File: config.mk
export PLATFORM = sky130hd
export DESIGN_NAME = wr_arb_cfg
export DESIGN_NICKNAME = d
export VERILOG_FILES = /design/src/axi_wr_pkg.sv /design/src/wr_arb_cfg.sv
export SDC_FILE = /design/constraint.sdc
export NUM_CORES = 1
export LEC_CHECK = 0
export BUFFER_PORTS_ARGS = -buffer_cell sky130_fd_sc_hd__buf_2
export CAP_MARGIN = 15
export CORE_ASPECT_RATIO = 0.6
export CORE_MARGIN = 8
export CORE_UTILIZATION = 40
export CTS_CLUSTER_DIAMETER = 40
export CTS_CLUSTER_SIZE = 30
export DETAILED_ROUTE_END_ITERATION = 12
export PLACE_DENSITY = 0.67
export SKIP_CTS_REPAIR_TIMING = 1
export SLEW_MARGIN = 20
export SYNTH_ARGS = -nofsm -noshare
export SYNTH_HDL_FRONTEND = slang
export SYNTH_SLANG_ARGS = --single-unit
File: constraint.sdc
create_clock -name clk -period 5.8 [get_ports clk]
set_clock_uncertainty 0.2 [all_clocks]
set_input_delay 0.29 -clock clk [delete_from_list [all_inputs] [get_ports clk]]
set_output_delay 0.29 -clock clk [all_outputs]
set_load 0.02 [all_outputs]
File: src/axi_wr_pkg.sv
// Shared widths, memory depth, AXI write channel beats and register map
// Bursts are full width and incrementing only, so size/burst/lock/cache/prot/qos are absent
// Memory covers byte addresses 0 to MEM_WORDS*4-1

package axi_wr_pkg;

  // --------------------
  // Bus geometry
  // --------------------
  localparam int NUM_MST   = 4;
  localparam int ID_W      = 3;
  localparam int ADDR_W    = 16;
  localparam int DATA_W    = 32;
  localparam int STRB_W    = 4;
  localparam int MST_IDX_W = 2;

  // Target memory, 1 KiB of 32-bit words
  localparam int MEM_WORDS = 256;
  localparam int MEM_IDX_W = 8;

  // Write response codes
  localparam logic [1:0] RESP_OKAY   = 2'd0;
  localparam logic [1:0] RESP_SLVERR = 2'd2;

  // --------------------
  // Config register map
  // --------------------
  localparam int CFG_ADDR_W = 3;
  localparam int CFG_DATA_W = 16;
  localparam logic [CFG_ADDR_W-1:0] REG_EN_MASK  = 3'd0;
  // Grant counters of masters 0..3 sit at 1..4
  localparam logic [CFG_ADDR_W-1:0] REG_GNT_BASE = 3'd1;

  // --------------------
  // Channel beats
  // --------------------
  // Write address, 27 bits
  typedef struct packed {
    logic [ID_W-1:0]   id;
    logic [ADDR_W-1:0] addr;
    logic [7:0]        len;
  } axi_aw_t;

  // Write data, 37 bits
  typedef struct packed {
    logic [DATA_W-1:0] data;
    logic [STRB_W-1:0] strb;
    logic              last;
  } axi_w_t;

  // Write response, 5 bits
  typedef struct packed {
    logic [ID_W-1:0] id;
    logic [1:0]      resp;
  } axi_b_t;

endpackage

File: src/wr_arb_cfg.sv
// Arbiter config registers: master enable mask and per-master grant counters
// Counters are read only and wrap at 16 bits
// Read data is combinational from the address

`default_nettype none

module wr_arb_cfg (
  input  logic                                clk,
  input  logic                                rst_n,
  input  logic                                cfg_we,
  input  logic [axi_wr_pkg::CFG_ADDR_W-1:0]   cfg_addr,
  input  logic [axi_wr_pkg::CFG_DATA_W-1:0]   cfg_wdata,
  output logic [axi_wr_pkg::CFG_DATA_W-1:0]   cfg_rdata,
  input  logic                                gnt_stb,
  input  logic [axi_wr_pkg::MST_IDX_W-1:0]    gnt_idx,
  output logic [axi_wr_pkg::NUM_MST-1:0]      en_mask
);

  logic [axi_wr_pkg::CFG_DATA_W-1:0] gnt_cnt [axi_wr_pkg::NUM_MST];
  // Address relative to the first counter
  logic [axi_wr_pkg::CFG_ADDR_W-1:0] cnt_rel;

  assign cnt_rel = cfg_addr - axi_wr_pkg::REG_GNT_BASE;

  always_ff @(posedge clk or negedge rst_n) begin
    if (!rst_n) begin
      en_mask <= '1;
      for (int i = 0; i < axi_wr_pkg::NUM_MST; i++) begin
        gnt_cnt[i] <= '0;
      end
    end else begin
      if (cfg_we && cfg_addr == axi_wr_pkg::REG_EN_MASK) begin
        en_mask <= cfg_wdata[axi_wr_pkg::NUM_MST-1:0];
      end
      if (gnt_stb) begin
        gnt_cnt[gnt_idx] <= gnt_cnt[gnt_idx] + 1'b1;
      end
    end
  end

  // Unmapped indices read as zero
  always_comb begin
    cfg_rdata = '0;
    if (cfg_addr == axi_wr_pkg::REG_EN_MASK) begin
      cfg_rdata[axi_wr_pkg::NUM_MST-1:0] = en_mask;
    end else if (cnt_rel < axi_wr_pkg::NUM_MST) begin
      cfg_rdata = gnt_cnt[cnt_rel[axi_wr_pkg::MST_IDX_W-1:0]];
    end
  end

endmodule

`default_nettype wire
==> impl_results.md <==
* Power density cells at 423.4 mW/mm²
* RePlAce Congestion at 0.8163
* Leakage power at 1.819 nW
* Register area share after synthesis at 45.18%
* Final setup viols at 0
* DRC viols at 0
* Crit path arrival time at 2.57 ns
* Setup Crit Path Kind: input pin to output port
* Fraction of registers with async set/reset at 100.0%
* WL met2 at 3643 µm
* Layout cell share with drive strength beyond 1 at 23.59%
* Final Non-Filler Cells at 503
* Cell total after placement at 484
* Routed Wire Length at 9027 µm
* Worst-path clk slew at 0.05 ns
* Status: finished with violations
* TritonCTS clock tree: built
* First-iteration detailed-routing DRC count at 168
* Commonest non-fill, non-tap cell in the layout: dfrtp_1
* Port bufs at 32
* ANT nets after route at 0
* IO Pins at 45
* Total GRT Usage at 14.98%
* Routed met1 length at 4480 µm
* Area growth, synth to finish at 13.68%
* Drt wl/cell at 17.95 µm
* Least-Margin Pin Slew at 1.065 ns
* Top Layer Used: met4
* Final hold vios at 65
* Clk sinks at 68
* Number of synthesized register bits at 68
* Max Buffers Root-to-Sink at 2
* Die ar. at 0.01291 mm²
* First-pass iteration count of the detailed router at 5
* Total CTS buffers at 9
* Site Rows at 27
* Final instance area at 0.004294 mm²
* H-Tree Depth at 3
* Tot Pwr at 0.001818 W
* Vias post-DR at 2705
* Antenna cells at 0
* Syn_nets at 368
* Syn Inst Count at 340
* Crit start category: input pin
* Fmax at 326.4 MHz
* Cell variety after synth at 39
* Via density at 5.378
* Hold Path Class: input pin to asynchronous set/reset pin
* Highest net fanout along the worst path at 17
* Initial core utilization at 41.11%
* Mapped Area at 0.003777 mm²
* Number of global-route vias before repair at 2725
* HPWL after DPL at 6122 µm
* Setup TNS at 0 ns
* Global-route wire length before repair at 14920 µm
* Post-synth EDFFs at 0
* CORE AREA at 0.009189 mm²
* Largest net degree at the start of global routing at 69
* Synth warn at 0
* Post-DP Area at 0.004009 mm²
* Met3 Routed Length at 783 µm
* CTS root buffer: clkbuf_16
* Die width at 141.5 µm
* Critical path data required time at 5.31 ns
* RSZ-0062 raised after global routing: false
* Max-cap violation count at 0
* Max Transition Viols Final at 0
* Tmin final at 3.063 ns
* Worst setup EP type: output port
* Initial antenna violation count at 0
* WHS at -0.05233 ns
* Die H at 91.28 µm
* Most used DFF post-synth: dfrtp_1
* Failing checks: hold timing
* Post-synthesis area per instance at 11.11 µm²
* Final nets at 396
* Max VDD drop at 0.0001732 V
* Most frequent cells in the layout: dfrtp_1 (64), nand2_1 (57), o21ai_0 (38)
* Period utilization at 52.82%
* Skew-Pair Late Insertion Delay at 0.34 ns
* Relative slew margins at 28.82%
* Grt ovf at 0
==> logic make-up (layout without fill, tap and decap cells) <==
family,Yosys count,count (layout),share of synthesized area (%)
and+or+nand+nor,123,123,15.87
DFF,68,68,45.18
AOI/OAI and AO/OA,65,65,9.076
muxes,39,39,21.70
buffers and inverters,27,60,3.710
xor gates and xnor gates,15,15,3.478
adders and majority gates,3,3,0.9938
==> final timing paths <==
path | startpoint | end | slack, ns | cells past startpoint
setup / recovery | cfg_addr[0] | cfg_rdata[2] | 2.74 | 7
hold / removal | rst_n | gnt_cnt[23] | -0.05 | 2
setup reg to reg | gnt_cnt[16] | gnt_cnt[44] | 3.08 | 7
hold reg to reg | gnt_cnt[15] | gnt_cnt[15] | 0.27 | 1
max in group asynchronous | rst_n | gnt_cnt[44] | 4.89 | 2
min in group clk | cfg_wdata[3] | en_mask[3] | 0 | 2
==> worst max-delay path: stages <==
cell and delay (ns):
buf_2 0.50, inv_1 0.14, ha_1 0.86, mux4_2 0.40
inv_1 0.09, o21ai_0 0.08, buf_2 0.20
==> state kept, by name, summed over array words and instances (netlist names) <==
signal	cells
en_mask	4
gnt_cnt	64
==> metrics by stage <==
stage / util, % / setup slack (ns)
floorplan: - / 2.477
global placement: 43.57 / 2.667
detailed placement: 43.63 / 2.591
CTS: 46.41 / 2.674
global route: 46.73 / 2.477
finish: 46.73 / 2.737
==> layout make-up <==
| class | count | area (µm²) |
|---|---|---|
| Fill cell | 877 | 4895 |
| Multi-Input combinational cell | 245 | 1938 |
| Sequential cell | 68 | 1707 |
| Clock buffer | 13 | 240.2 |
| Timing Repair Buffer | 37 | 205.2 |
| Tap cell | 130 | 162.7 |
| Inverter | 7 | 26.28 |
| Clock inverter | 3 | 15.01 |
==> power by group <==
group	switching [W]	internal (W)	leakage (nW)
registers	0.000117	0.000634	0.826
logic	0.000316	0.000269	0.866
clock network	0.000194	0.000287	0.127
==> Yosys cell counts (all sizes together) (2+ instances only) <==
master,count,share of area (%)
dfrtp,64,42
nand2,57,5.7
o21ai,41,5.4
mux4,31,19
nor2,26,2.6
clkbuf,14,1.4
a21oi,13,1.7
nor2b,13,2.2
a31oi,8,1.3
xor2,8,1.9
inv,7,0.70
xnor2,7,1.6
buf,6,1.6
mux2,6,1.8
nand3,6,0.93
nor3,6,1.2
dfstp,4,2.8
nand4,4,0.83
ha,3,0.99
mux2i,2,0.53
nand2b,2,0.33
nor4b,2,0.46
or2,2,0.33
or4,2,0.50
==> routing by layer <==
layer	vias up	track usage, %
met5	-	0
met4	0	5.156
met3	12	5.277
met2	92	20.36
met1	1315	21.51
li1	1286	-
Power figures use the tool's default switching activity.
