## src/axi_wr_pkg.sv

```systemverilog
// Shared widths, memory depth, AXI write channel beats and register map
// Bursts are full width and incrementing only, so size/burst/lock/cache/prot/qos are absent
// Memory covers byte addresses 0 to MEM_WORDS*4-1

package axi_wr_pkg;

  // --------------------
  // Bus geometry
  // --------------------
  localparam int NUM_MST   = 4;
  localparam int ID_W      = 3;
  localparam int ADDR_W    = 16;
  localparam int DATA_W    = 32;
  localparam int STRB_W    = 4;
  localparam int MST_IDX_W = 2;

  // Target memory, 1 KiB of 32-bit words
  localparam int MEM_WORDS = 256;
  localparam int MEM_IDX_W = 8;

  // Write response codes
  localparam logic [1:0] RESP_OKAY   = 2'd0;
  localparam logic [1:0] RESP_SLVERR = 2'd2;

  // --------------------
  // Config register map
  // --------------------
  localparam int CFG_ADDR_W = 3;
  localparam int CFG_DATA_W = 16;
  localparam logic [CFG_ADDR_W-1:0] REG_EN_MASK  = 3'd0;
  // Grant counters of masters 0..3 sit at 1..4
  localparam logic [CFG_ADDR_W-1:0] REG_GNT_BASE = 3'd1;

  // --------------------
  // Channel beats
  // --------------------
  // Write address, 27 bits
  typedef struct packed {
    logic [ID_W-1:0]   id;
    logic [ADDR_W-1:0] addr;
    logic [7:0]        len;
  } axi_aw_t;

  // Write data, 37 bits
  typedef struct packed {
    logic [DATA_W-1:0] data;
    logic [STRB_W-1:0] strb;
    logic              last;
  } axi_w_t;

  // Write response, 5 bits
  typedef struct packed {
    logic [ID_W-1:0] id;
    logic [1:0]      resp;
  } axi_b_t;

endpackage

```

## src/axi4_write_arbiter.sv

```systemverilog
// Round-robin AXI4 write arbiter, one burst in flight at a time
// Find state checks a single candidate per cycle at the rotating pointer
// Granted master owns AW, W and B until its B transfer completes
// Assumes the target is idle whenever the arbiter is back in find

`default_nettype none

module axi4_write_arbiter (
  input  logic                                            clk,
  input  logic                                            rst_n,
  input  logic [axi_wr_pkg::NUM_MST-1:0]                  en_mask,

  // Master side
  input  axi_wr_pkg::axi_aw_t [axi_wr_pkg::NUM_MST-1:0]   mst_aw,
  input  logic [axi_wr_pkg::NUM_MST-1:0]                  mst_awvalid,
  output logic [axi_wr_pkg::NUM_MST-1:0]                  mst_awready,
  input  axi_wr_pkg::axi_w_t  [axi_wr_pkg::NUM_MST-1:0]   mst_w,
  input  logic [axi_wr_pkg::NUM_MST-1:0]                  mst_wvalid,
  output logic [axi_wr_pkg::NUM_MST-1:0]                  mst_wready,
  output axi_wr_pkg::axi_b_t  [axi_wr_pkg::NUM_MST-1:0]   mst_b,
  output logic [axi_wr_pkg::NUM_MST-1:0]                  mst_bvalid,
  input  logic [axi_wr_pkg::NUM_MST-1:0]                  mst_bready,

  // Slave side
  output axi_wr_pkg::axi_aw_t                             slv_aw,
  output logic                                            slv_awvalid,
  input  logic                                            slv_awready,
  output axi_wr_pkg::axi_w_t                              slv_w,
  output logic                                            slv_wvalid,
  input  logic                                            slv_wready,
  input  axi_wr_pkg::axi_b_t                              slv_b,
  input  logic                                            slv_bvalid,
  output logic                                            slv_bready,

  // Grant report to the config block
  output logic                                            gnt_stb,
  output logic [axi_wr_pkg::MST_IDX_W-1:0]                gnt_idx
);

  typedef enum logic [1:0] {
    ST_FIND = 2'd0,
    ST_DATA = 2'd1,
    ST_RESP = 2'd2
  } arb_state_t;

  arb_state_t                        state;
  logic [axi_wr_pkg::MST_IDX_W-1:0]  ptr;
  logic [axi_wr_pkg::MST_IDX_W-1:0]  sel;
  // AW of the current burst already taken by the target
  logic                              aw_done;

  assign gnt_idx = sel;

  // --------------------
  // Control FSM
  // --------------------
  always_ff @(posedge clk or negedge rst_n) begin
    if (!rst_n) begin
      state   <= ST_FIND;
      ptr     <= '0;
      sel     <= '0;
      aw_done <= 1'b0;
      gnt_stb <= 1'b0;
    end else begin
      gnt_stb <= 1'b0;
      case (state)
        ST_FIND: begin
          // Pointer walks every cycle, granted or not
          ptr <= ptr + 1'b1;
          if (en_mask[ptr] && mst_awvalid[ptr]) begin
            sel     <= ptr;
            aw_done <= 1'b0;
            gnt_stb <= 1'b1;
            state   <= ST_DATA;
          end
        end
        ST_DATA: begin
          if (slv_awvalid && slv_awready) begin
            aw_done <= 1'b1;
          end
          // Burst body ends on the last W beat
          if (slv_wvalid && slv_wready && slv_w.last) begin
            state <= ST_RESP;
          end
        end
        ST_RESP: begin
          // Owner took its response, release the target
          if (slv_bvalid && slv_bready) begin
            state <= ST_FIND;
          end
        end
        default: state <= ST_FIND;
      endcase
    end
  end

  // --------------------
  // Channel multiplexer
  // --------------------
  always_comb begin
    slv_aw      = mst_aw[sel];
    slv_w       = mst_w[sel];
    slv_awvalid = 1'b0;
    slv_wvalid  = 1'b0;
    slv_bready  = 1'b0;
    mst_awready = '0;
    mst_wready  = '0;
    mst_bvalid  = '0;
    mst_b       = '0;
    case (state)
      ST_DATA: begin
        // Mask the owner's next AW once this burst's AW is taken
        if (!aw_done) begin
          slv_awvalid      = mst_awvalid[sel];
          mst_awready[sel] = slv_awready;
        end
        slv_wvalid      = mst_wvalid[sel];
        mst_wready[sel] = slv_wready;
      end
      ST_RESP: begin
        // Response goes back only to the burst owner
        slv_bready      = mst_bready[sel];
        mst_bvalid[sel] = slv_bvalid;
        mst_b[sel]      = slv_b;
      end
      default: begin
      end
    endcase
  end

endmodule

`default_nettype wire

```

## config.mk

```make
export PLATFORM = sky130hd
export DESIGN_NAME = axi4_write_arbiter
export DESIGN_NICKNAME = d
export VERILOG_FILES = /design/src/axi_wr_pkg.sv /design/src/axi4_write_arbiter.sv
export SDC_FILE = /design/constraint.sdc
export NUM_CORES = 1
export LEC_CHECK = 0
export BUFFER_PORTS_ARGS = -buffer_cell sky130_fd_sc_hd__buf_2
export CAP_MARGIN = 15
export CORE_AREA = 2 2 151 153
export CTS_BUF_LIST = sky130_fd_sc_hd__clkbuf_4 sky130_fd_sc_hd__clkbuf_8
export DETAILED_ROUTE_END_ITERATION = 6
export DIE_AREA = 0 0 153 155
export GPL_TIMING_DRIVEN = 0
export PLACE_DENSITY = 0.36
export SLEW_MARGIN = 20
export SYNTH_ARGS = -nofsm -noshare
export SYNTH_HDL_FRONTEND = slang
export SYNTH_SLANG_ARGS = --single-unit
```

## constraint.sdc

```tcl
create_clock -name clk -period 2.2 [get_ports clk]
set_clock_uncertainty 0.2 [all_clocks]
set_input_delay 0.22 -clock clk [delete_from_list [all_inputs] [get_ports clk]]
set_output_delay 0.22 -clock clk [all_outputs]
set_load 0.005 [all_outputs]
```

==> results.toml <==
[outcome]
outcome = "completed"

[synth]
syn_area_per_cell_um2 = 13.1
synth_cell_types = 27
synth_edf_count = 0
async_reset_ff_frac = 1.00
synth.net_count = 452
synth_flop_cell = "dfrtp_1"
yosysSeqAreaShare = 0.0900
synth_area_um2 = 2220
synthCells = 170
yosysWarningCount = 0
synth-seq-cells = 8

[worst_setup_path]
crit_path_max_incr_delay_ns = 0.48
startpoint_type = "flip-flop"
cp.required_ns = 1.78
reg2reg_slack_ns = 0.43
path_cells = "buf_12, buf_12, clkbuf_16, mux4_2, buf_2"
worstPathArrival_ns = 1.73
crit_type = "reg -> out"
end_kind = "primary output"
crit_top_cell = "buf_12"
crit_fanout = 6
crit_path_top_delay_cell = "mux4_2"

[power]
pwr-share-clk = 0.039
p_switching_mw = 1.89
peakVddDrop_uv = 376
combPwrFrac = 0.901
p_per_area_nw_per_um2 = 971
power.total_mw = 4.69
p_sw_frac = 0.404
p_int_mw = 2.79
p_seq_frac = 0.061
p_leak_nw = 2.50

[placement]
dp_hpwl_um = 12900
gp_congestion = 0.745
placed_area_um2 = 4500
portBuffers = 383

[drt]
drc = 0
drtIter0Drc = 134
drt_pre_antenna_iters = 4
route.detailed.wl_per_inst_um = 17.0
detail-route-antenna-nets = 0
wl_um = 14400
viasPerCell = 3.88
num_vias = 3309

[clock_network]
tritoncts = "built"
clockBufferDepth = 2
clk_pin_slew_ns = 0.04
cts_root_buf = "clkbuf_8"
clk-insertion-delay-late_ns = 0.23
htreeDepth = 1
cts_buffers = 3
cts_sinks = 8

[timing]
tightestPinTransition_ns = 0.390
rsz0062_at_grt = "yes"
hold_viol = 0
fmax_mhz = 465
finalSetupViolations = 0
tns_ns = 0
slew_headroom = 0.740
min_period_ns = 2.15
finalCritPeriodShare = 0.978
final_max_slew_viol_count = 0

[run]
maxCapViolations = 0

[hold_path]
hold_class = "in -> reg"

[global_route]
grt_pass1_wl_um = 20200
grt_usage = 0.110
grt-ovfl-total = 0
grt_pass1_vias = 3580
antenna_found_initial = 0
grt_start_max_net_pins = 11

[die]
dieArea_um2 = 23700
ios = 384
die_y_um = 155
fp.dieW_um = 153
initial_utilization = 0.100
core_area_um2 = 22200
rows = 55

[layout]
final_common_cell = "buf_2"
final_nets = 851
areaGrowthSynthToFinish_pct = 117
diodes = 0
most-common-layout-cells = "381 x buf_2, 67 x mux4_2, 27 x nor2_1"
fin_area_um2 = 4830
drive_above_1_share = 0.862
layout make-up:
type	instances	area [um^2]
clock buffer	3	41.3
tap	285	357
timing repair buffer	395	2120
buffer	19	204
inverter	2	7.51
multi-input combinational	140	1900
sequential	8	201
fill	2508	17400
power by group through the flow:
stage | sequential [mW] | combinational (mW) | clock, mW
floorplan | 0.263 | 2.28 | 0
global placement | 0.270 | 3.82 | 0
detailed placement | 0.270 | 3.80 | 0
CTS | 0.277 | 3.99 | 0.190
global route | 0.302 | 4.58 | 0.199
finish | 0.285 | 4.22 | 0.181
Yosys cell counts (2+ instances only):
cell type	count	area [um^2]
and2_1	8	50.1
o21ai_0	3	15.0
nor2_1	27	101
nand2b_1	3	18.8
a21o_1	2	15.0
nand3_1	4	20.0
inv_1	2	7.51
buf_8	2	30.0
buf_2	10	50.1
dfrtp_1	8	200
mux4_2	67	1510
nand2_1	14	52.6
nor2b_1	2	12.5
clkbuf_1	5	18.8
registers in the layout, summed over array words and instances (netlist names):
name and count:
aw_done 1, ptr 2, gnt_idx 2, state 2, gnt_stb 1
layer usage:
| layer | GRT usage | wire (um) |
|---|---|---|
| met1 | 0.118 | 5100 |
| met2 | 0.226 | 8090 |
| met3 | 0.0226 | 1210 |
| met4 | 0.0115 | 54 |
| met5 | 0 | 0 |
worst max-delay path, delay by kind of cell, from the launching register on:
kind                   cells  cell delay (ns)
buffers and inverters      4             0.60
multiplexers               1             0.48
flip-flops                 1             0.41
final timing paths:
kind,startpoint,end,depth (start not counted)
min in group asynchronous,rst_n,ptr[0]$_DFFE_PN0N_,2
worst min-delay path,slv_wready,state[1]$_DFFE_PN0P_,3
worst min register to register,ptr[1]$_DFFE_PN0N_,ptr[1]$_DFFE_PN0N_,1
worst max register to register,state[0]$_DFFE_PN0P_,gnt_idx[0]$_DFFE_PN0P_,3
max in group asynchronous,rst_n,gnt_idx[0]$_DFFE_PN0P_,2
worst max-delay path,gnt_idx[0]$_DFFE_PN0P_,slv_w[24],5
cells by family (layout without fill, tap and decap cells):
family          after synthesis  after routing  share of synthesized area
buf+inv                      22            419                     0.0652
xor+xnor                      2              2                    0.00788
flops                         8              8                     0.0900
simple gates                 61             61                      0.125
mux                          68             68                      0.683
compound gates                9              9                     0.0281
repair_timing:
item / CTS / global route
resized for setup: 18 / 16
endpoints found under the hold margin: 8 / 0
setup endpoints to repair: 75 / 58
gates cloned: 0 / 4
hold buffers: 1 / 0
pin swaps: 0 / 6
buffers inserted: 3 / 4
metrics by stage:
step | hold slack, ns | instances | setup slack, ns | util
global route | 0.119 | 852 | -0.0447 | 0.217
global placement | -0.111 | 838 | -0.166 | 0.202
detailed placement | -0.106 | 838 | -0.149 | 0.202
floorplan | -0.276 | 170 | 0.443 | -
finish | 0.0986 | 852 | 0.0494 | 0.217
CTS | 0.0956 | 845 | -0.00327 | 0.209
No activity file was read; power rests on OpenSTA's default activity.
